`src/design/ks10_cfg.svh`:
```
/*
 * Build-time sizes for the KS-10 memory subsystem
 * Memory depth, I/O register window, NXM timeout
 */

`ifndef KS10_CFG_SVH
`define KS10_CFG_SVH

//////////////////////////////////////////////////////////////////////
// Memory
//////////////////////////////////////////////////////////////////////

// Implemented words, 32K
`define KS10_MEM_WORDS 32768
// Word index width, low bits of the 22-bit bus address
`define KS10_MEM_AW 15

//////////////////////////////////////////////////////////////////////
// I/O space and bus timing
//////////////////////////////////////////////////////////////////////

// I/O address of device register 0
`define KS10_IO_BASE 22'o0400000
`define KS10_IO_REGS 4
// Wait cycles before a cycle ends as NXM
`define KS10_NXM_TIMEOUT 16

`endif

```
`src/design/ks10BusPkg.sv`:
```
/*
 * Shared KS-10 bus types
 * PDP-10 word with full and halfword views, bus address
 */

package ks10BusPkg;

   //////////////////////////////////////////////////////////////////////
   // Address
   //////////////////////////////////////////////////////////////////////

   // PDP-10 numbering, bit 14 is the MSB and bit 35 the LSB
   typedef logic [14:35] ks10Addr_t;

   //////////////////////////////////////////////////////////////////////
   // Data word
   //////////////////////////////////////////////////////////////////////

   // One 36-bit word
   // Memory moves it whole, devices see left and right halves
   typedef union packed
   {
      logic [0:35] full;
      struct packed
      {
         // Left halfword, bits 0..17
         logic [0:17]  lh;
         // Right halfword, bits 18..35
         logic [18:35] rh;
      } half;
   } ks10Word_u;

endpackage

```
`src/design/ks10BusCtrl.sv`:
```
/*
 * KS-10 bus controller
 * Processor four-phase handshake, memory/I/O steering,
 * NXM timeout and read data return
 */

`timescale 1ns/10ps
`include "ks10_cfg.svh"

module ks10BusCtrl
   import ks10BusPkg::*;
(
   input  logic      clk,
   input  logic      rst,
   // Processor side
   input  logic      cpuReq,
   input  logic      cpuRead,
   input  logic      cpuWrite,
   input  logic      cpuIo,
   input  ks10Addr_t cpuAddr,
   input  ks10Word_u cpuData,
   output logic      cpuAck,
   output logic      cpuNxm,
   output ks10Word_u busData,
   // Target side
   output logic      memReq,
   output logic      ioReq,
   output logic      tgtWrite,
   output ks10Addr_t tgtAddr,
   output ks10Word_u tgtData,
   input  logic      memAck,
   input  logic      ioAck,
   input  ks10Word_u memData,
   input  ks10Word_u ioData
);

   //////////////////////////////////////////////////////////////////////
   // State
   //////////////////////////////////////////////////////////////////////

   // Wait counter must hold the full timeout value
   localparam int cntW = $clog2(`KS10_NXM_TIMEOUT + 1);

   // FSM encoding
   localparam logic [1:0] stIdle     = 2'd0;
   localparam logic [1:0] stRequest  = 2'd1;
   localparam logic [1:0] stComplete = 2'd2;
   localparam logic [1:0] stRelease  = 2'd3;

   logic [1:0]      state;
   // Cycle goes to I/O space
   logic            ioSel;
   logic [cntW-1:0] waitCnt;

   // Selected target
   logic            tgtAck;
   ks10Word_u       tgtRdata;

   // Events shared by control and payload paths
   logic            startCycle;
   logic            ackSeen;
   logic            timedOut;

   assign tgtAck   = ioSel ? ioAck : memAck;
   assign tgtRdata = ioSel ? ioData : memData;

   assign startCycle = (state == stIdle) && cpuReq;
   assign ackSeen    = (state == stRequest) && tgtAck;
   // Nobody claimed the address in time
   assign timedOut   = (state == stRequest) && !tgtAck &&
                       (waitCnt == cntW'(`KS10_NXM_TIMEOUT));

   //////////////////////////////////////////////////////////////////////
   // Handshake FSM
   //////////////////////////////////////////////////////////////////////

   always_ff @(posedge clk)
   begin
      if (rst)
      begin
         state   <= stIdle;
         ioSel   <= 1'b0;
         waitCnt <= '0;
         memReq  <= 1'b0;
         ioReq   <= 1'b0;
         cpuAck  <= 1'b0;
         cpuNxm  <= 1'b0;
      end
      else
      begin
         case (state)
            // Steer by address space, one target only
            stIdle:
            begin
               if (startCycle)
               begin
                  memReq  <= !cpuIo;
                  ioReq   <= cpuIo;
                  ioSel   <= cpuIo;
                  waitCnt <= '0;
                  state   <= stRequest;
               end
            end
            // Count until ack or timeout
            stRequest:
            begin
               if (ackSeen || timedOut)
               begin
                  cpuAck <= 1'b1;
                  cpuNxm <= timedOut;
                  state  <= stComplete;
               end
               else
                  waitCnt <= waitCnt + 1'b1;
            end
            // Hold results until the processor lets go
            stComplete:
            begin
               if (!cpuReq)
               begin
                  memReq <= 1'b0;
                  ioReq  <= 1'b0;
                  state  <= stRelease;
               end
            end
            // Target must drop its ack first
            stRelease:
            begin
               if (!tgtAck)
               begin
                  cpuAck <= 1'b0;
                  cpuNxm <= 1'b0;
                  state  <= stIdle;
               end
            end
            default:
               state <= stIdle;
         endcase
      end
   end

   //////////////////////////////////////////////////////////////////////
   // Payload
   //////////////////////////////////////////////////////////////////////

   // Latch request fields, return read word
   always_ff @(posedge clk)
   begin
      if (startCycle)
      begin
         tgtWrite <= cpuWrite && !cpuRead;
         tgtAddr  <= cpuAddr;
         tgtData  <= cpuData;
      end
      if (ackSeen)
         busData <= tgtRdata;
      else if (timedOut)
         busData <= '0;
   end

   //////////////////////////////////////////////////////////////////////
   // Checks
   //////////////////////////////////////////////////////////////////////

   oneTarget: assert property (@(posedge clk) disable iff (rst)
      !(memReq && ioReq));

   rdWrExcl: assert property (@(posedge clk) disable iff (rst)
      cpuReq |-> !(cpuRead && cpuWrite));

   // Four-phase order on the processor side
   ackAfterReq: assert property (@(posedge clk) disable iff (rst)
      $fell(cpuAck) |-> !$past(cpuReq));

endmodule

```
`config.mk`:
```
export PLATFORM = sky130hd
export DESIGN_NAME = ks10BusCtrl
export DESIGN_NICKNAME = d
export VERILOG_FILES = /design/src/design/ks10BusPkg.sv /design/src/design/ks10BusCtrl.sv
export VERILOG_INCLUDE_DIRS = /design/src /design/src/design
export SDC_FILE = /design/constraint.sdc
export NUM_CORES = 1
export LEC_CHECK = 0
export BUFFER_PORTS_ARGS = -buffer_cell sky130_fd_sc_hd__buf_2
export CAP_MARGIN = 5
export CORE_AREA = 5 5 108 110
export DETAILED_ROUTE_END_ITERATION = 6
export DIE_AREA = 0 0 113 115
export PLACE_DENSITY = 0.81
export SYNTH_ARGS = -nofsm -noshare
export SYNTH_HDL_FRONTEND = slang
export SYNTH_SLANG_ARGS = --single-unit
```
`constraint.sdc`:
```
create_clock -name clk -period 2.8 [get_ports clk]
set_input_delay 0.42 -clock clk [delete_from_list [all_inputs] [get_ports clk]]
set_output_delay 0.42 -clock clk [all_outputs]
set_load 0.005 [all_outputs]
```
==> implementation parameters <==
Parameter                              Value

Routing
  Vias    around 3100
  Average vias per placed instance    between 4 and 5
  Detail-routed net length per standard cell    about 18 um
  Number of antenna-violating nets in the routed design    0
  Number of DRC violations after detailed routing    0
  Starting DRT DRC Count    140
  Post-detailed-routing wire length    11.46 mm
  Number of iterations in the first detailed-routing pass    4

Pwr
  P per Cell Area    a little over 800 mW/mm^2
  Leak pwr    ~0.0024 uW
  Share of power burned in registers    49.8%
  Cell Int Power    between 3000 and 4000 uW
  Switching power as a share of total power    a little under a third
  Sw power    around 1400 uW
  Power consumption    between 4000 and 5000 uW
  Share of total power in combinational logic    between 20 and 30%
  Part of the power in the clock network    a little under a quarter
  Worst voltage drop across the vdd grid    approximately 0.0003 V

CTS
  Total setup buffers inserted after CTS    0
  Clock edge transition at the registers on the reported setup and hold paths    ~0.11 ns
  # clock sinks    around 110
  Clock Tree Root    sky130_fd_sc_hd__clkbuf_8
  Clock buffers created by TritonCTS    9
  Clk_lat worst skew    0.36 ns
  Hold buffers post-CTS    0
  Number of resized instances in the post-cts repair step    0
  Max H-tree Level    3
  Deepest clock path buffer count    2
  Clock tree from TritonCTS    done

Finish
  Footprint of the flip-flops and latches    0.003094 mm^2
  Final antenna diode count    0
  Post-layout net count    approximately 650
  Layout Cell Area excl Fill    around 0.0057 mm^2
  Ratio of cells with drive above 1 in the final layout    roughly half
  Area delta synth->final    38.41%
  Number of fill cells in the layout    between 900 and 1000
  Multi-input combinational cell area    slightly below 0.001 mm^2

Timing
  Number of failing setup endpoints in the final timing report    0
  Final hold violation count    0
  Maximum clock frequency    between 400 and 500 MHz
  Setup repair after global routing missed its margin    no
  TNS Setup    0 ns
  Worst-margin pin slew    slightly below 0.6 ns
  Final clock period utilization by the worst path    approximately 74%
  Worst-case hold slack    about 0.23 ns
  Final critical-path required period    approximately 2.1 ns
  Layout Skew    0.01783 ns
  Max-slew violation total from the final report    0
  Slew Limit Headroom    ~61%

Setup path
  Reg2Reg Launch Point    waitCnt[0]$_SDFFE_PP0P_
  Type of the setup path with the least slack    reg2reg
  Maximum fanout along the worst path    23
  Cells along the critical path    inv_1 > ha_1 > and4bb_2 > o21a_2 > buf_4
  Buffers plus inverters on the worst setup path    2
  Critical path's largest stage delay    ~0.5 ns
  Critical path endpoint category    flop
  Top Family by Delay on Critical Path    compound AO/OA/AOI/OAI gates
  Slowest-stage cell, CP    sky130_fd_sc_hd__o21a_2
  Crit path required time    ~2.9 ns
  Setup slack of the most critical reg-to-reg path    around 0.72 ns
  FF-to-FF End    busData[34]$_SDFFCE_PN0P_
  R2r worst-path depth    5
  Arrival time at the worst endpoint    around 2.1 ns
  Type of origin of the critical path    flop

Synth
  Sequential area share after synthesis    about 75%
  Post-synthesis async set-or-reset flop share    0%
  Gate count of the mapped netlist    between 200 and 300
  Leading cell types by total area after synthesis    sky130_fd_sc_hd__edfxtp_1 69%, sky130_fd_sc_hd__mux2i_1 8.9%, sky130_fd_sc_hd__dfxtp_1 5.8%
  Cell area after synthesis    0.004146 mm^2
  Simple-gate share of the synthesized area    ~8.4%
  Mux cell area share after synthesis    under 10%
  Main combinational cell family by area after synthesis    multiplexers
  Xor-xnor portion of the synthesized cell area    0%
  Mapped Avg Cell Area    15.59 um^2
  Count of flip-flops with a built-in enable after synthesis    95
  Compound-cell area share of the yosys netlist    4.345%
  Synthesized Nets    about 400
  Synthesized-area fraction occupied by adder cells    under 10%
  Yosys reg bits    107
  Largest area contributor in the netlist    sky130_fd_sc_hd__edfxtp_1
  Ys Warns    0
  Top cell type's share of synthesized area    a little under 70%
  Cell variety after synth    32
  Top_reg_cell synth    sky130_fd_sc_hd__edfxtp_1

Die
  Initial cell density of the core    roughly 39%
  Vertical die dimension    between 100 and 150 um
  Area of the core region    ~0.011 mm^2
  Number of top-level pins    237
  Die Width    approximately 110 um
  Full die area    roughly 0.013 mm^2
  Cell row count    38

Placed design
  Placed inst area    0.005505 mm^2
  IO Port Bufs    roughly 240
  Dpl hpwl    9.196 mm
  Routability congestion estimate from global placement    around 0.85

Global route
  Wire length of the first global-routing pass    between 15 and 20 mm
  Residual overflow from global routing    0
  Initial antenna violation count    0
  Overall routing resource usage    between 10% and 20%
  Largest net degree at the start of global routing    between 40 and 50
  Vias in the first global route    around 3200

Status
  Outcome    finished clean

Hold path
  Cell depth of the worst hold path    1
  Worst hold-check path type    in2reg
  Worst hold path startpoint    cpuData[4]
  Destination of the worst hold path    tgtData[4]$_DFFE_PP_

Run
  Count of maximum capacitance violations    0
-- worst max path at each step --
stage          depth (start not counted)                     from                   endpoint
3_5_place_dp                           5  waitCnt[0]$_SDFFE_PP0P_  busData[17]$_SDFFCE_PN0P_
2_1_floorplan                          6    state[0]$_SDFFE_PP0P_         ioSel$_SDFFE_PP0P_
4_1_cts                                5  waitCnt[0]$_SDFFE_PP0P_  busData[34]$_SDFFCE_PN0P_
6_report                               5  waitCnt[0]$_SDFFE_PP0P_  busData[34]$_SDFFCE_PN0P_
3_3_place_gp                           5  waitCnt[0]$_SDFFE_PP0P_  busData[17]$_SDFFCE_PN0P_
5_1_grt                                5  waitCnt[0]$_SDFFE_PP0P_  busData[34]$_SDFFCE_PN0P_
-- power groups by stage --
stage	sequential (uW)	clock [uW]	combinational [uW]
after floorplan	2410	0	605
after global placement	2340	0	1250
after detailed placement	2360	0	1300
after CTS	2320	1100	1300
after global routing	2360	1170	1400
final	2320	1070	1270
-- through the flow --
step / utilization (%) / setup slack (ns) / cells
after floorplan: - / 0.04682 / 266
after global placement: 51.92 / 0.7808 / 636
after detailed placement: 51.92 / 0.6937 / 636
after CTS: 54.13 / 0.6836 / 652
after global routing: 54.13 / 0.5755 / 652
final: 54.13 / 0.7165 / 652
-- per-layer routing --
layer  up-vias  GRT usage (%)  wire [um]
met2       177          30.88       5771
met1      1471          19.34       4304
met5         -              0          0
met3        10          5.421       1265
li1       1477              -          -
met4         0          5.288        114
-- cells in the mapped netlist (all sizes together), types with 2 or more instances --
library cell,count
o21ai,11
and2,2
mux2i,37
nand2,7
nand3,4
nand2b,3
a311oi,3
nor2b,3
a31oi,2
nor3,3
ha,6
buf,5
nor2,39
a21oi,9
dfxtp,12
inv,5
edfxtp,95
a41oi,2
nand3b,2
clkbuf,5
-- logic make-up (layout without fill, tap and decap cells) --
group	Yosys count	in the layout
buffers and inverters	15	261
AND/OR/NAND/NOR	70	70
AO/OA/AOI/OAI	30	30
adder cells (fa/ha/maj)	6	6
flip-flops	107	107
multiplexers	38	38
-- state kept, by name (all words and copies together), names as in the netlist, 2 cells and up --
signal   cells
waitCnt      5
tgtData     36
busData     36
state        2
tgtAddr     22
-- cell usage in the layout (no fill, tap or decap), types with 2 or more instances in the layout --
cell and count:
sky130_fd_sc_hd__nand3_1 4, sky130_fd_sc_hd__ha_1 6, sky130_fd_sc_hd__a31oi_1 2, sky130_fd_sc_hd__a41oi_1 2
sky130_fd_sc_hd__dfxtp_1 11, sky130_fd_sc_hd__nand3b_1 2, sky130_fd_sc_hd__nor2b_1 3, sky130_fd_sc_hd__clkbuf_8 9
sky130_fd_sc_hd__nor2_1 39, sky130_fd_sc_hd__a21oi_1 9, sky130_fd_sc_hd__buf_2 236, sky130_fd_sc_hd__mux2i_1 37
sky130_fd_sc_hd__edfxtp_1 95, sky130_fd_sc_hd__bufinv_16 2, sky130_fd_sc_hd__nand2b_1 3, sky130_fd_sc_hd__a311oi_1 3
sky130_fd_sc_hd__o21ai_0 11, sky130_fd_sc_hd__nor3_1 3, sky130_fd_sc_hd__buf_4 3, sky130_fd_sc_hd__nand2_1 7
sky130_fd_sc_hd__inv_6 3, sky130_fd_sc_hd__inv_1 5
-- area by class of cell --
type	count	share of cell area [%]
inverters	5	0.3270
clock inverters	7	1.918
multi-input cells	144	17.31
repair buffers	240	21.32
well taps	140	3.052
flip-flops and latches	107	53.91
clock buffers	9	2.158
Note: power is estimated with default switching activity, not from simulation.
