**config.mk**
```make
export PLATFORM = sky130hd
export DESIGN_NAME = ks10IoRegs
export DESIGN_NICKNAME = d
export VERILOG_FILES = /design/src/design/ks10BusPkg.sv /design/src/design/ks10IoRegs.sv
export VERILOG_INCLUDE_DIRS = /design/src /design/src/design
export SDC_FILE = /design/constraint.sdc
export NUM_CORES = 1
export LEC_CHECK = 0
export ABC_CLOCK_PERIOD_IN_PS = 3500
export BUFFER_PORTS_ARGS = -buffer_cell sky130_fd_sc_hd__buf_2
export CAP_MARGIN = 10
export CORE_MARGIN = 10
export CORE_UTILIZATION = 45
export DETAILED_ROUTE_END_ITERATION = 8
export GPL_TIMING_DRIVEN = 0
export HOLD_SLACK_MARGIN = 0.1
export PLACE_DENSITY = 0.66
export SETUP_SLACK_MARGIN = 0.15
export SYNTH_ARGS = -nofsm -noshare
export SYNTH_HDL_FRONTEND = slang
export SYNTH_SLANG_ARGS = --single-unit
```
**constraint.sdc**
```tcl
create_clock -name clk -period 3.5 [get_ports clk]
set_input_delay 0.175 -clock clk [delete_from_list [all_inputs] [get_ports clk]]
set_output_delay 0.175 -clock clk [all_outputs]
set_load 0.03 [all_outputs]
```
**src/design/ks10_cfg.svh**
```systemverilog
/*
 * Build-time sizes for the KS-10 memory subsystem
 * Memory depth, I/O register window, NXM timeout
 */

`ifndef KS10_CFG_SVH
`define KS10_CFG_SVH

//////////////////////////////////////////////////////////////////////
// Memory
//////////////////////////////////////////////////////////////////////

// Implemented words, 32K
`define KS10_MEM_WORDS 32768
// Word index width, low bits of the 22-bit bus address
`define KS10_MEM_AW 15

//////////////////////////////////////////////////////////////////////
// I/O space and bus timing
//////////////////////////////////////////////////////////////////////

// I/O address of device register 0
`define KS10_IO_BASE 22'o0400000
`define KS10_IO_REGS 4
// Wait cycles before a cycle ends as NXM
`define KS10_NXM_TIMEOUT 16

`endif

```
**src/design/ks10BusPkg.sv**
```systemverilog
/*
 * Shared KS-10 bus types
 * PDP-10 word with full and halfword views, bus address
 */

package ks10BusPkg;

   //////////////////////////////////////////////////////////////////////
   // Address
   //////////////////////////////////////////////////////////////////////

   // PDP-10 numbering, bit 14 is the MSB and bit 35 the LSB
   typedef logic [14:35] ks10Addr_t;

   //////////////////////////////////////////////////////////////////////
   // Data word
   //////////////////////////////////////////////////////////////////////

   // One 36-bit word
   // Memory moves it whole, devices see left and right halves
   typedef union packed
   {
      logic [0:35] full;
      struct packed
      {
         // Left halfword, bits 0..17
         logic [0:17]  lh;
         // Right halfword, bits 18..35
         logic [18:35] rh;
      } half;
   } ks10Word_u;

endpackage

```
**src/design/ks10IoRegs.sv**
```systemverilog
/*
 * KS-10 I/O register block
 * Four 18-bit device registers in I/O space, right halfword access
 */

`timescale 1ns/10ps
`include "ks10_cfg.svh"

module ks10IoRegs
   import ks10BusPkg::*;
(
   input  logic      clk,
   input  logic      rst,
   // Target handshake
   input  logic      ioReq,
   input  logic      tgtWrite,
   input  ks10Addr_t tgtAddr,
   input  ks10Word_u tgtData,
   output ks10Word_u ioData,
   output logic      ioAck
);

   // Register select width
   localparam int ioIdxW = $clog2(`KS10_IO_REGS);

   //////////////////////////////////////////////////////////////////////
   // Address decode
   //////////////////////////////////////////////////////////////////////

   // Offset from register 0
   // Addresses below the base wrap high and miss
   ks10Addr_t          ioOffset;
   logic [ioIdxW-1:0]  ioIdx;
   logic               ioHit;
   // First cycle of an accepted request
   logic               ioStart;

   // Device registers, right halfword only
   logic [18:35] ioReg [0:`KS10_IO_REGS-1];

   assign ioOffset = tgtAddr - `KS10_IO_BASE;
   assign ioHit    = (ioOffset < `KS10_IO_REGS);
   assign ioIdx    = ioOffset[36-ioIdxW:35];
   assign ioStart  = ioReq && ioHit && !ioAck;

   //////////////////////////////////////////////////////////////////////
   // Handshake
   //////////////////////////////////////////////////////////////////////

   // Same timing as memory
   // Unowned addresses never ack
   always_ff @(posedge clk)
   begin
      if (rst)
         ioAck <= 1'b0;
      else if (!ioReq)
         ioAck <= 1'b0;
      else if (ioHit)
         ioAck <= 1'b1;
   end

   //////////////////////////////////////////////////////////////////////
   // Registers
   //////////////////////////////////////////////////////////////////////

   // Device state, cleared on reset
   // Left half of a write is dropped
   always_ff @(posedge clk)
   begin
      if (rst)
      begin
         for (int i = 0; i < `KS10_IO_REGS; i++)
            ioReg[i] <= '0;
      end
      else if (ioStart && tgtWrite)
         ioReg[ioIdx] <= tgtData.half.rh;
   end

   // Read word, left half always zero
   always_ff @(posedge clk)
   begin
      if (ioStart)
      begin
         ioData.half.lh <= '0;
         // Write cycles echo the new value
         ioData.half.rh <= tgtWrite ? tgtData.half.rh : ioReg[ioIdx];
      end
   end

   //////////////////////////////////////////////////////////////////////
   // Checks
   //////////////////////////////////////////////////////////////////////

   // Release must be prompt so the controller can close the cycle
   ioAckRelease: assert property (@(posedge clk) disable iff (rst)
      $fell(ioReq) |=> !ioAck);

endmodule

```
==> results of run 1 <==
-- final cells by class --
type                    instances  share of cell area (%)
flip-flops and latches         91                   53.69
well taps                     111                   2.739
multi-input cells             167                   26.50
plain buffers                  40                   5.033
clock buffers                   9                   2.443
inverters                       4                  0.2961
repair buffers                 67                   7.698
clock inverters                 6                   1.604
-- synth_stat cells (all sizes together) --
library cell,n,area (um2)
nand2b,2,12.51
mux4,18,405.4
nor4b,2,17.52
buf,35,236.5
or2,1,6.260
mux2,18,202.7
nor2,21,78.83
ha,1,12.51
nand4,1,6.260
xnor2,1,8.760
nor4,2,12.51
or3,1,6.260
dfxtp,1,20.02
nor3,55,330.3
o211a,1,10.01
inv,4,15.01
nand2,21,78.83
edfxtp,90,2703
clkbuf,5,18.77
o31ai,4,30.03
conb,1,3.750
-- per-stage QoR --
stage | TNS, ns | std cells
final | 0 | 495
after global routing | 0 | 495
after CTS | 0 | 495
after detailed placement | 0 | 479
after global placement | -58.02 | 474
after floorplan | 0 | 302
-- flip-flops by register name (all words and copies together), names as in the netlist --
signal  count
ioAck       1
ioData     18
ioReg      72
-- cell families after synthesis --
| kind of cell | count (synthesis) | synth area share, % |
|---|---|---|
| AND/OR/NAND/NOR | 106 | 13.03 |
| flip-flops | 91 | 64.59 |
| buffers and inverters | 44 | 6.411 |
| multiplexers | 36 | 14.43 |
| AO/OA/AOI/OAI | 5 | 0.9499 |
| adder cells (fa/ha/maj) | 1 | 0.2968 |
| other | 1 | 0.08896 |
| XOR/XNOR | 1 | 0.2078 |
-- metal layers --
metal,vias to the layer above,GRT usage [%],routed length [um]
met3,12,4.230,724
met5,-,0,0
met4,0,4.778,146
met1,1326,16.56,3723
met2,113,26.73,5097
li1,1237,-,-
-- worst paths after layout --
| path | from | endpoint | slack (ns) | cells past startpoint |
|---|---|---|---|---|
| setup / recovery | tgtAddr[17] | ioData[3]$_DFFE_PN_ | 1.06 | 11 |
| setup reg to reg | ioAck$_SDFFE_PP0N_ | ioData[3]$_DFFE_PN_ | 1.24 | 6 |
| hold reg to reg | ioAck$_SDFFE_PP0N_ | ioAck$_SDFFE_PP0N_ | 0.54 | 1 |
| hold / removal | tgtData[14] | ioData[14]$_DFFE_PN_ | 0.14 | 2 |
-- power by group --
part	internal (uW)	total, uW	leakage (uW)	switching (uW)
Combinational	100	221	0.000795	121
Clock	393	748	0.000103	355
Sequential	1240	1250	0.000853	11.3
Total	1730	2220	0.00175	487
==> summary.md, run 1 <==
| Metric | Value |
|---|---|
| Share of layout cells above drive strength 1 | a little over two fifths |
| Pleak | approximately 0.0018 uW |
| Vias in the first global route | 2993 |
| Post-synthesis sequential area ratio | ~65% |
| Slew headroom | 45.68% |
| Clock buffer depth | 2 |
| Root buf cell | clkbuf_8 |
| Total Wirelength | approximately 9700 um |
| Final Cycle Share | a little over two thirds |
| Depth of the CTS H-tree | 3 |
| Total GRT Usage | between 10 and 15% |
| CTS tree | yes |
| Footprint of the multi-input gates | 0.001344 mm2 |
| Initial Util | a little under half |
| CTS buffer count | 9 |
| Leading cell types in the layout, fill and taps excluded | edfxtp_1, buf_2, nor3_1 |
| Max Cap Viol | 0 |
| Worst Setup End Kind | register |
| Minimum clock period | 2.435 ns |
| Run status | completed |
| PwrDens | 437.5 mW/mm2 |
| Congestion Overflow GR | 0 |
| Family with the most delay on the worst path | simple AND/OR/NAND/NOR gates |
| Max VDD drop | between 0.2 and 0.25 mV |
| # diodes | 0 |
| Final worst slack | approximately 1.1 ns |
| Syn avg cell area | around 15 um2 |
| Hold Slack | 0.1356 ns |
| Via density | roughly 5.4 |
| Placer Congestion | 0.7924 |
| CP bufs+invs | 6 |
| Hold Buf Count CTS | 1 |
| ANT nets after route | 0 |
| Post-DP Area | 0.004856 mm2 |
| Row count | 35 |
| Mapped Cells | between 200 and 300 |
| DRC violations left | 0 |
| Synthesis-to-finish area growth | 20.30% |
| Via Count | ~2700 |
| Hold Path Class | in2reg |
| Clock-pin slew on the worst setup and hold paths | around 0.090 ns |
| Fill count | 761 |
| Post-cts sizing count | 0 |
| Place WS | 0.6631 ns |
| HPWL Detailed | 6944 um |
| Latest clock arrival within the worst-skew pair | 0.36 ns |
| CP startpoint kind | primary input |
| Fin nets | 443 |
| Final Instance Area | 0.005071 mm2 |
| Setup repair bufs after CTS | 0 |
| Commonest non-fill, non-tap cell in the layout | edfxtp_1 |
| Crit path DAT | about 2.5 ns |
| Register area | 0.002723 mm2 |
| First-pass GRT wire length | 15300 um |
| Initial antenna violation count | 0 |
| Fin util | 55.14% |
| Worst Tran Pin Value | 0.8118 ns |
| Setup CP Type | in2reg |
| CTS Sinks | 91 |
| Drt first-iter violations | 208 |
| Core area | about 0.0092 mm2 |
| Max-slew violations | 0 |
| RSZ-0062 raised after global routing | false |
| Max Fclk | just over 0.4 GHz |
| Critical Path Fanout Max | 10 |
| Largest net degree at the start of global routing | 15 |
| DR WL/cell | 19.58 um |
| Drt pass-1 iters | 4 |
| Synth warnings | 0 |
| Final Skew | slightly below 0.01 ns |
| Yosys reg bits | 91 |
| Netlist cell types | 25 |
| Buffers on Ports | 61 |
| Die Span X | 116.8 um |
| Crit-path cells | buf_2, inv_1, ha_1, nor4b_1, nand2_1, or3_1, buf_2, buf_6, buf_2, nor2_2, buf_8 |
| Die Y | 116.8 um |
| Setup-failing EPs final | 0 |
| Power Total | around 2200 uW |
| Worst Path Required | approximately 3.6 ns |
| Final Hold Viols | 0 |
| Slowest stage delay, CP | about 0.53 ns |
| Mapped cell area | around 0.0042 mm2 |
| Slowest cell on crit path | nor2_2 |
| Most common cell on crit path | buf_2 |
| Io pins | 99 |
| DIE AREA | 0.01364 mm2 |
(Power assumes the default switching activity.)
==> run 2: changes to the inputs <==
--- a/config.mk
+++ b/config.mk
@@ -6,7 +6,8 @@
 export SDC_FILE = /design/constraint.sdc
 export NUM_CORES = 1
 export LEC_CHECK = 0
-export ABC_CLOCK_PERIOD_IN_PS = 3500
+export ABC_AREA = 1
+export ABC_CLOCK_PERIOD_IN_PS = 2200
 export BUFFER_PORTS_ARGS = -buffer_cell sky130_fd_sc_hd__buf_2
 export CAP_MARGIN = 10
 export CORE_MARGIN = 10
@@ -14,7 +15,7 @@
 export DETAILED_ROUTE_END_ITERATION = 8
 export GPL_TIMING_DRIVEN = 0
 export HOLD_SLACK_MARGIN = 0.1
-export PLACE_DENSITY = 0.66
+export PLACE_DENSITY = 0.68
 export SETUP_SLACK_MARGIN = 0.15
 export SYNTH_ARGS = -nofsm -noshare
 export SYNTH_HDL_FRONTEND = slang
==> constraint.sdc (replaced) <==
create_clock -name clk -period 2.2 [get_ports clk]
set_input_delay 0.11 -clock clk [delete_from_list [all_inputs] [get_ports clk]]
set_output_delay 0.11 -clock clk [all_outputs]
set_load 0.03 [all_outputs]
==> run 2 against run 1 <==
  * Routed wire length rose by 4.4%
  * Flip-flop and latch count did not move
  * Combinational power rose by 49%
  * Clock skew fell by 0.0010 ns
  * Critical endpoint is now ioReg[1][17]$_SDFFCE_PN0P_
  * Design area barely moved
  * Hold slack got worse by 0.024 ns
  * Global-route usage fell by 0.65 points
  * Die area rose by 1.3%
  * Critical path type is now reg2reg
  * Register-to-register slack got worse by 0.91 ns
  * Sequential share of layout area barely moved
==> summary.md, run 2 <==
| Metric | Value |
|---|---|
| Run status | completed |
| Core area | 0.009240 mm2 (+0.48%) |
| Congestion Overflow GR | 0 (unchanged) |
| Initial antenna violation count | 0 (unchanged) |
| Row count | 35 (unchanged) |
| Final Cycle Share | between 80% and 90% |
| Worst Path Required | 2.24 ns (-1.32 ns) |
| Worst Reg2Reg Path Length in Cells | 6 (unchanged) |
| Max-slew violations | 0 (unchanged) |
| Placer Congestion | 0.7927 (about the same) |
| Final Instance Area | 0.005074 mm2 (about the same) |
| Post-synthesis sequential area ratio | 63.59% (-1.0 points) |
| Most frequent cells after synthesis | nor2_1, edfxtp_1, nand2_1 |
| Mapped Cells | 396 (+39%) |
| Final Hold Viols | 0 (unchanged) |
| Number of flops mapped to enable cells by yosys | 90 (unchanged) |
| Setup crit start | ioAck$_SDFFE_PP0N_ |
| Top-area cell type share of the netlist area | 63.12% (-0.99 points) |
| Largest cells by area after synthesis | edfxtp_1, nor2_1, a41oi_1, buf_4, nor3_2 |
| Io pins | 99 (unchanged) |
| Power Total | 3532 uW (+59%) |
| ANT nets after route | 0 (unchanged) |
| Clock-pin slew on the worst setup and hold paths | 0.09 ns (about the same) |
| CTS buffer count | 9 (unchanged) |
| Fin nets | 551 (+24%) |
| Depth of the CTS H-tree | 3 (unchanged) |
| Netlist cell types | 25 (unchanged) |
| Top-count cell post-synth | nor2_1 |
| Hold Path Class | in2reg |
| Max Cap Viol | 0 (unchanged) |
| PwrDens | 696.1 mW/mm2 (+59%) |
| Number of flip-flops in the largest register | 72 (unchanged) |
| Vias in the first global route | 2958 (-1.2%) |
| Clock buffer depth | 2 (unchanged) |
| Final Skew | 0.008848 ns (-0.001029 ns) |
| Root buf cell | clkbuf_8 |
| DIE AREA | 0.01382 mm2 (+1.3%) |
| Latest clock arrival within the worst-skew pair | 0.37 ns (about the same) |
| Buffers on Ports | 62 (+1.6%) |
| Ys async rst share | 0% (unchanged) |
| Post-DP Area | 0.004817 mm2 (-0.80%) |
| Drt pass-1 iters | 5 (+1) |
| Worst Tran Pin Value | 0.8324 ns (+0.02055 ns) |
| Post-synth top area cell | edfxtp_1 |
| Die Y | 117.5 um (+0.65%) |
| Hold Slack | 0.1119 ns (-0.02373 ns) |
| Prevailing post-synth register cell | edfxtp_1 |
| Commonest non-fill, non-tap cell in the layout | nor2_1 |
| Critical Path Fanout Max | 18 (+8) |
| Syn avg cell area | 10.81 um2 (-27%) |
| Max Fclk | 0.5347 GHz |
| # diodes | 0 (unchanged) |
| Worst R2R Start | ioAck$_SDFFE_PP0N_ |
| Minimum clock period | 1.870 ns |
| Synthesis-to-finish area growth | 18.50% |
| Largest net degree at the start of global routing | 19 (+4) |
| Setup repair bufs after CTS | 0 (unchanged) |
| Synth warnings | 0 (unchanged) |
| Worst R2R Setup Slack | 0.33 ns (-0.91 ns) |
| Setup-failing EPs final | 0 (unchanged) |
| Worst Setup End Kind | register |
| Share of layout cells above drive strength 1 | 26.98% (-16 points) |
| Most flop-heavy register | ioReg |
| Via Count | 3085 (+15%) |
| RSZ-0062 raised after global routing | false |
| Die Span X | 117.5 um (+0.65%) |
| Largest regs | ioReg x72, ioData x18, ioAck x1 |
| HPWL Detailed | 6795 um (-2.1%) |
| Total Wirelength | 10120 um (+4.4%) |
| Max VDD drop | 0.4749 mV (+110%) |
| Fin util | 54.91% (-0.23 points) |
| Slew headroom | 44.51% (-1.2 points) |
| DRC violations left | 0 (unchanged) |
| CP startpoint kind | register |
| Via density | 4.960 (-8.7%) |
| Setup CP Type | reg2reg |
| DR WL/cell | 16.27 um (-17%) |
| RR Endpoint | ioReg[1][17]$_SDFFCE_PN0P_ |
| Mapped cell area | 0.004282 mm2 (+1.6%) |
| First-pass GRT wire length | 15620 um (+2.1%) |
| Total GRT Usage | 14.21% (-0.65 points) |
| Yosys reg bits | 91 (unchanged) |
| Pleak | 0.002066 uW (+18%) |
| Worst Setup EP | ioReg[1][17]$_SDFFCE_PN0P_ |
| Leading cell types in the layout, fill and taps excluded | nor2_1, edfxtp_1, buf_2 |
| Drt first-iter violations | 194 (-6.7%) |
| CTS Sinks | 91 (unchanged) |
| Crit path DAT | 1.91 ns (-0.59 ns) |
| CTS tree | yes |
| Initial Util | 46.34% (+0.50 points) |
==> run 2: cell type report <==
| cell class | count | area, um2 |
|---|---|---|
| fill | 825 | 4167 |
| sequential | 91 | 2723 |
| multi-input combinational | 252 | 1287 |
| timing repair buffer | 64 | 330.3 |
| buffer | 38 | 235.2 |
| tap | 129 | 161.4 |
| clock buffer | 10 | 127.6 |
| inverter | 32 | 120.1 |
| clock inverter | 6 | 88.84 |
==> run 2: worst min-delay path by stage <==
| stage | end | slack, ns | cells after the start | start |
|---|---|---|---|---|
| after global placement | ioAck$_SDFFE_PP0N_ | 0.30 | 2 | rst |
| after detailed placement | ioAck$_SDFFE_PP0N_ | 0.30 | 2 | rst |
| after floorplan | ioAck$_SDFFE_PP0N_ | 0.18 | 1 | rst |
| final | ioReg[3][2]$_DFFE_PP_ | 0.11 | 3 | tgtData[2] |
| after global routing | ioReg[3][2]$_DFFE_PP_ | 0.12 | 3 | tgtData[2] |
| after CTS | ioReg[3][2]$_DFFE_PP_ | 0.11 | 3 | tgtData[2] |
==> run 2: kinds of logic (layout without fill, tap and decap cells) <==
family | Yosys count | after routing | share of synthesized area (%)
buffers and inverters | 70 | 150 | 8.299
AND/OR/NAND/NOR | 196 | 196 | 21.77
flip-flops | 91 | 91 | 63.59
AO/OA/AOI/OAI | 37 | 37 | 5.962
adder cells (fa/ha/maj) | 1 | 1 | 0.2922
other | 1 | 18 | 0.08758
==> run 2: metrics by stage <==
step | setup TNS [ns] | cells | setup WS, ns
finish | 0 | 622 | 0.3297
global route | 0 | 622 | 0.2461
CTS | 0 | 622 | 0.1566
detailed placement | -20.34 | 604 | -0.4477
global placement | -16.66 | 604 | -0.3878
floorplan | 0 | 413 | 0.1125
==> run 2: critical path, stage by stage (launching register included) <==
cell,delay (ns)
dfxtp_1,0.33
nor2_1,0.19
nand4_4,0.16
nor2_8,0.18
nand4_4,0.22
buf_6,0.23
nand2_4,0.24
==> run 2: metal layers <==
layer | up-vias | track usage [%] | wire, um
met4 | 0 | 3.478 | 127
met2 | 105 | 23.15 | 4909
li1 | 1504 | - | -
met1 | 1464 | 18.33 | 4336
met5 | - | 0 | 0
met3 | 12 | 3.789 | 747
==> run 2: report_power, final <==
| part | switching (uW) | internal (uW) | total (uW) |
|---|---|---|---|
| clock network | 607 | 642 | 1250 |
| registers | 10.7 | 1940 | 1950 |
| logic | 226 | 103 | 329 |
==> run 2: what timing repair did <==
| item | CTS | global route |
|---|---|---|
| resized for setup | 2 | 4 |
| endpoints found under the hold margin | 1 | 0 |
| cloned | 0 | 0 |
| hold buffers | 2 | 0 |
| endpoints found under the setup margin | 36 | 72 |
==> run 3: changes to the inputs <==
--- a/config.mk
+++ b/config.mk
@@ -10,12 +10,13 @@
 export ABC_CLOCK_PERIOD_IN_PS = 2200
 export BUFFER_PORTS_ARGS = -buffer_cell sky130_fd_sc_hd__buf_2
 export CAP_MARGIN = 10
+export CORE_ASPECT_RATIO = 1.1
 export CORE_MARGIN = 10
 export CORE_UTILIZATION = 45
 export DETAILED_ROUTE_END_ITERATION = 8
 export GPL_TIMING_DRIVEN = 0
 export HOLD_SLACK_MARGIN = 0.1
-export PLACE_DENSITY = 0.68
+export PLACE_DENSITY_LB_ADDON = 0.3
 export SETUP_SLACK_MARGIN = 0.15
 export SYNTH_ARGS = -nofsm -noshare
 export SYNTH_HDL_FRONTEND = slang
==> run 3 against run 2 <==
  * Hold slack improved by 0.0080 ns
  * Critical path type unchanged
  * Clock power is 9.6% lower
  * Largest cell class unchanged
  * Design area fell by 0.84%
  * Combinational power rose by 1%
  * Maximum frequency is 0.77% lower
  * Largest power group unchanged
  * Core utilization down 0.84 points
  * Count of clock-buffer cells in the layout up 3
  * Global-route usage rose by 1.0 points
  * Cell count shrank 1.9%
  * Non-clock buffer count unchanged
  * Routed wire length increased by 6.5%
  * Worst setup slack worse by 0.014 ns
==> summary.md, run 3 (same netlist as run 2, synthesis figures left out) <==
| Metric | Value |
|---|---|
| PwrDens | 678.5 mW/mm2 (-2.5%) |
| Depth of the CTS H-tree | 3 (unchanged) |
| Leading cell types in the layout, fill and taps excluded | nor2_1, edfxtp_1, buf_2 |
| Crit path DAT | 1.92 ns (about the same) |
| DIE AREA | 0.01382 mm2 (about the same) |
| Via Count | 3204 (+3.9%) |
| Drt pass-1 iters | 5 (unchanged) |
| Initial antenna violation count | 0 (unchanged) |
| Max Cap Viol | 0 (unchanged) |
| Setup-failing EPs final | 0 (unchanged) |
| Setup repair bufs after CTS | 0 (unchanged) |
| DR WL/cell | 17.66 um (+8.5%) |
| Clock-pin slew on the worst setup and hold paths | 0.09 ns (about the same) |
| Fin nets | 551 (unchanged) |
| Total GRT Usage | 15.22% (+1.0 points) |
| DRC violations left | 0 (unchanged) |
| CTS tree | yes |
| Placer Congestion | 0.7859 (-0.86%) |
| Worst Setup End Kind | register |
| First-pass GRT wire length | 16510 um (+5.7%) |
| Clk pwr share | 33.0% (-2.4 points) |
| Initial Util | 46.01% (-0.32 points) |
| Die Span X | 113.0 um (-3.9%) |
| CTS Sinks | 91 (unchanged) |
| HPWL Detailed | 7179 um (+5.6%) |
| Most flop-heavy register | ioReg |
| Number of flip-flops in the largest register | 72 (unchanged) |
| Congestion Overflow GR | 0 (unchanged) |
| Slew headroom | 42.48% (-2.0 points) |
| Net Switching | 812.5 uW (-3.6%) |
| CP startpoint kind | register |
| Buffers on Ports | 62 (unchanged) |
| Clock buffer depth | 2 (unchanged) |
| RSZ-0062 raised after global routing | false |
| Pleak | 0.002060 uW (-0.27%) |
| Vias in the first global route | 3220 (+8.9%) |
| Max-slew violations | 0 (unchanged) |
| Total Wirelength | 10770 um (+6.5%) |
| Root buf cell | clkbuf_8 |
| Worst Tran Pin Value | 0.8619 ns (+0.02951 ns) |
| Io pins | 99 (unchanged) |
| Critical Path Fanout Max | 18 (unchanged) |
| Row count | 37 (+5.7%) |
| Drt first-iter violations | 186 (-4.1%) |
| Final Hold Viols | 0 (unchanged) |
| Sequential share of power | 57.3% (+2.0 points) |
| # diodes | 0 (unchanged) |
| Combinational Power Share | 9.7% (+0.4 points) |
| Commonest non-fill, non-tap cell in the layout | nor2_1 |
| ANT nets after route | 0 (unchanged) |
| Switching share of power | 23.80% (-0.075 points) |
| Pint | 2601 uW (-3.2%) |
| Run status | completed |
| Latest clock arrival within the worst-skew pair | 0.36 ns (about the same) |
| Final Cycle Share | 85.67% (+0.66 points) |
| Worst Path Required | 2.23 ns (about the same) |
| Largest net degree at the start of global routing | 19 (unchanged) |
| Die Y | 122.3 um (+4.0%) |
| Setup CP Type | reg2reg |
| CTS buffer count | 9 (unchanged) |
| Core area | 0.009305 mm2 (+0.70%) |
| Hold Path Class | in2reg |
| Largest regs | ioReg x72, ioData x18, ioAck x1 |
| Final Skew | 0.009799 ns (+0.0009505 ns) |
| Synthesis-to-finish area growth | 17.50% |
| Max Fclk | 0.5306 GHz (-0.77%) |
| Max VDD drop | 0.3837 mV (-19%) |
| Share of layout cells above drive strength 1 | 26.57% (-0.41 points) |
| Minimum clock period | 1.885 ns (+0.01443 ns) |
| Power Total | 3414 uW (-3.3%) |
| Hold Slack | 0.1199 ns (+0.008023 ns) |
| Via density | 5.252 (+5.9%) |
## run 3: routing by layer
| metal | track usage [%] | up-vias | part of all wire [%] |
|---|---|---|---|
| met5 | 0 | - | 0 |
| met4 | 5.317 | 0 | 1.4 |
| met3 | 4.100 | 10 | 7.6 |
| met2 | 27.27 | 131 | 52 |
| met1 | 17.08 | 1558 | 39 |
| li1 | - | 1505 | - |
## run 3: worst max-delay path, cell delays in order (launching register included)
cell and delay (ns):
dfxtp_1 0.33, nor2_1 0.19, nand4_4 0.16, nor2_8 0.19, nand4_4 0.22, buf_6 0.23
nand2_4 0.23
## run 3: stage by stage
stage	setup TNS, ns	instances	worst slack [ns]	utilization [%]	instance area, um2
2_1_floorplan	0	413	0.1125	-	4345
3_3_place_gp	-17.13	592	-0.4006	51.61	4802
3_5_place_dp	-23.11	592	-0.4751	51.61	4802
4_1_cts	0	610	0.3020	54.07	5031
5_1_grt	0	610	0.2148	54.07	5031
6_report	0	610	0.3152	54.07	5031
## run 3: final timing paths
check / startpoint / slack [ns] / endpoint / cells after the start
max: ioAck$_SDFFE_PP0N_ / 0.32 / ioReg[1][10]$_SDFFCE_PN0P_ / 6
min: tgtData[0] / 0.12 / ioReg[3][0]$_DFFE_PP_ / 3
max reg2reg: ioAck$_SDFFE_PP0N_ / 0.32 / ioReg[1][10]$_SDFFCE_PN0P_ / 6
min reg2reg: ioReg[1][5]$_SDFFCE_PN0P_ / 0.65 / ioData[5]$_DFFE_PN_ / 2
## run 3: layout make-up
cell class,count,area [um2]
Timing Repair Buffer,64,330.3
Fill cell,822,4274
Buffer,38,235.2
Clock buffer,13,148.9
Inverter,32,120.1
Clock inverter,3,40.04
Tap cell,117,146.4
Sequential cell,91,2723
Multi-Input combinational cell,252,1287
## run 3: timing repair
action	CTS	global route
hold endpoints to repair	1	0
gates resized for setup	6	0
hold buffers	2	0
endpoints found under the setup margin	57	0
## run 3: power by group through the flow
stage          logic (uW)  registers, uW  clock network [uW]
6_report              333           1960                1130
5_1_grt               365           1960                1200
4_1_cts               330           1950                1120
3_5_place_dp          324           2000                   0
3_3_place_gp          316           1990                   0
2_1_floorplan         218           1990                   0
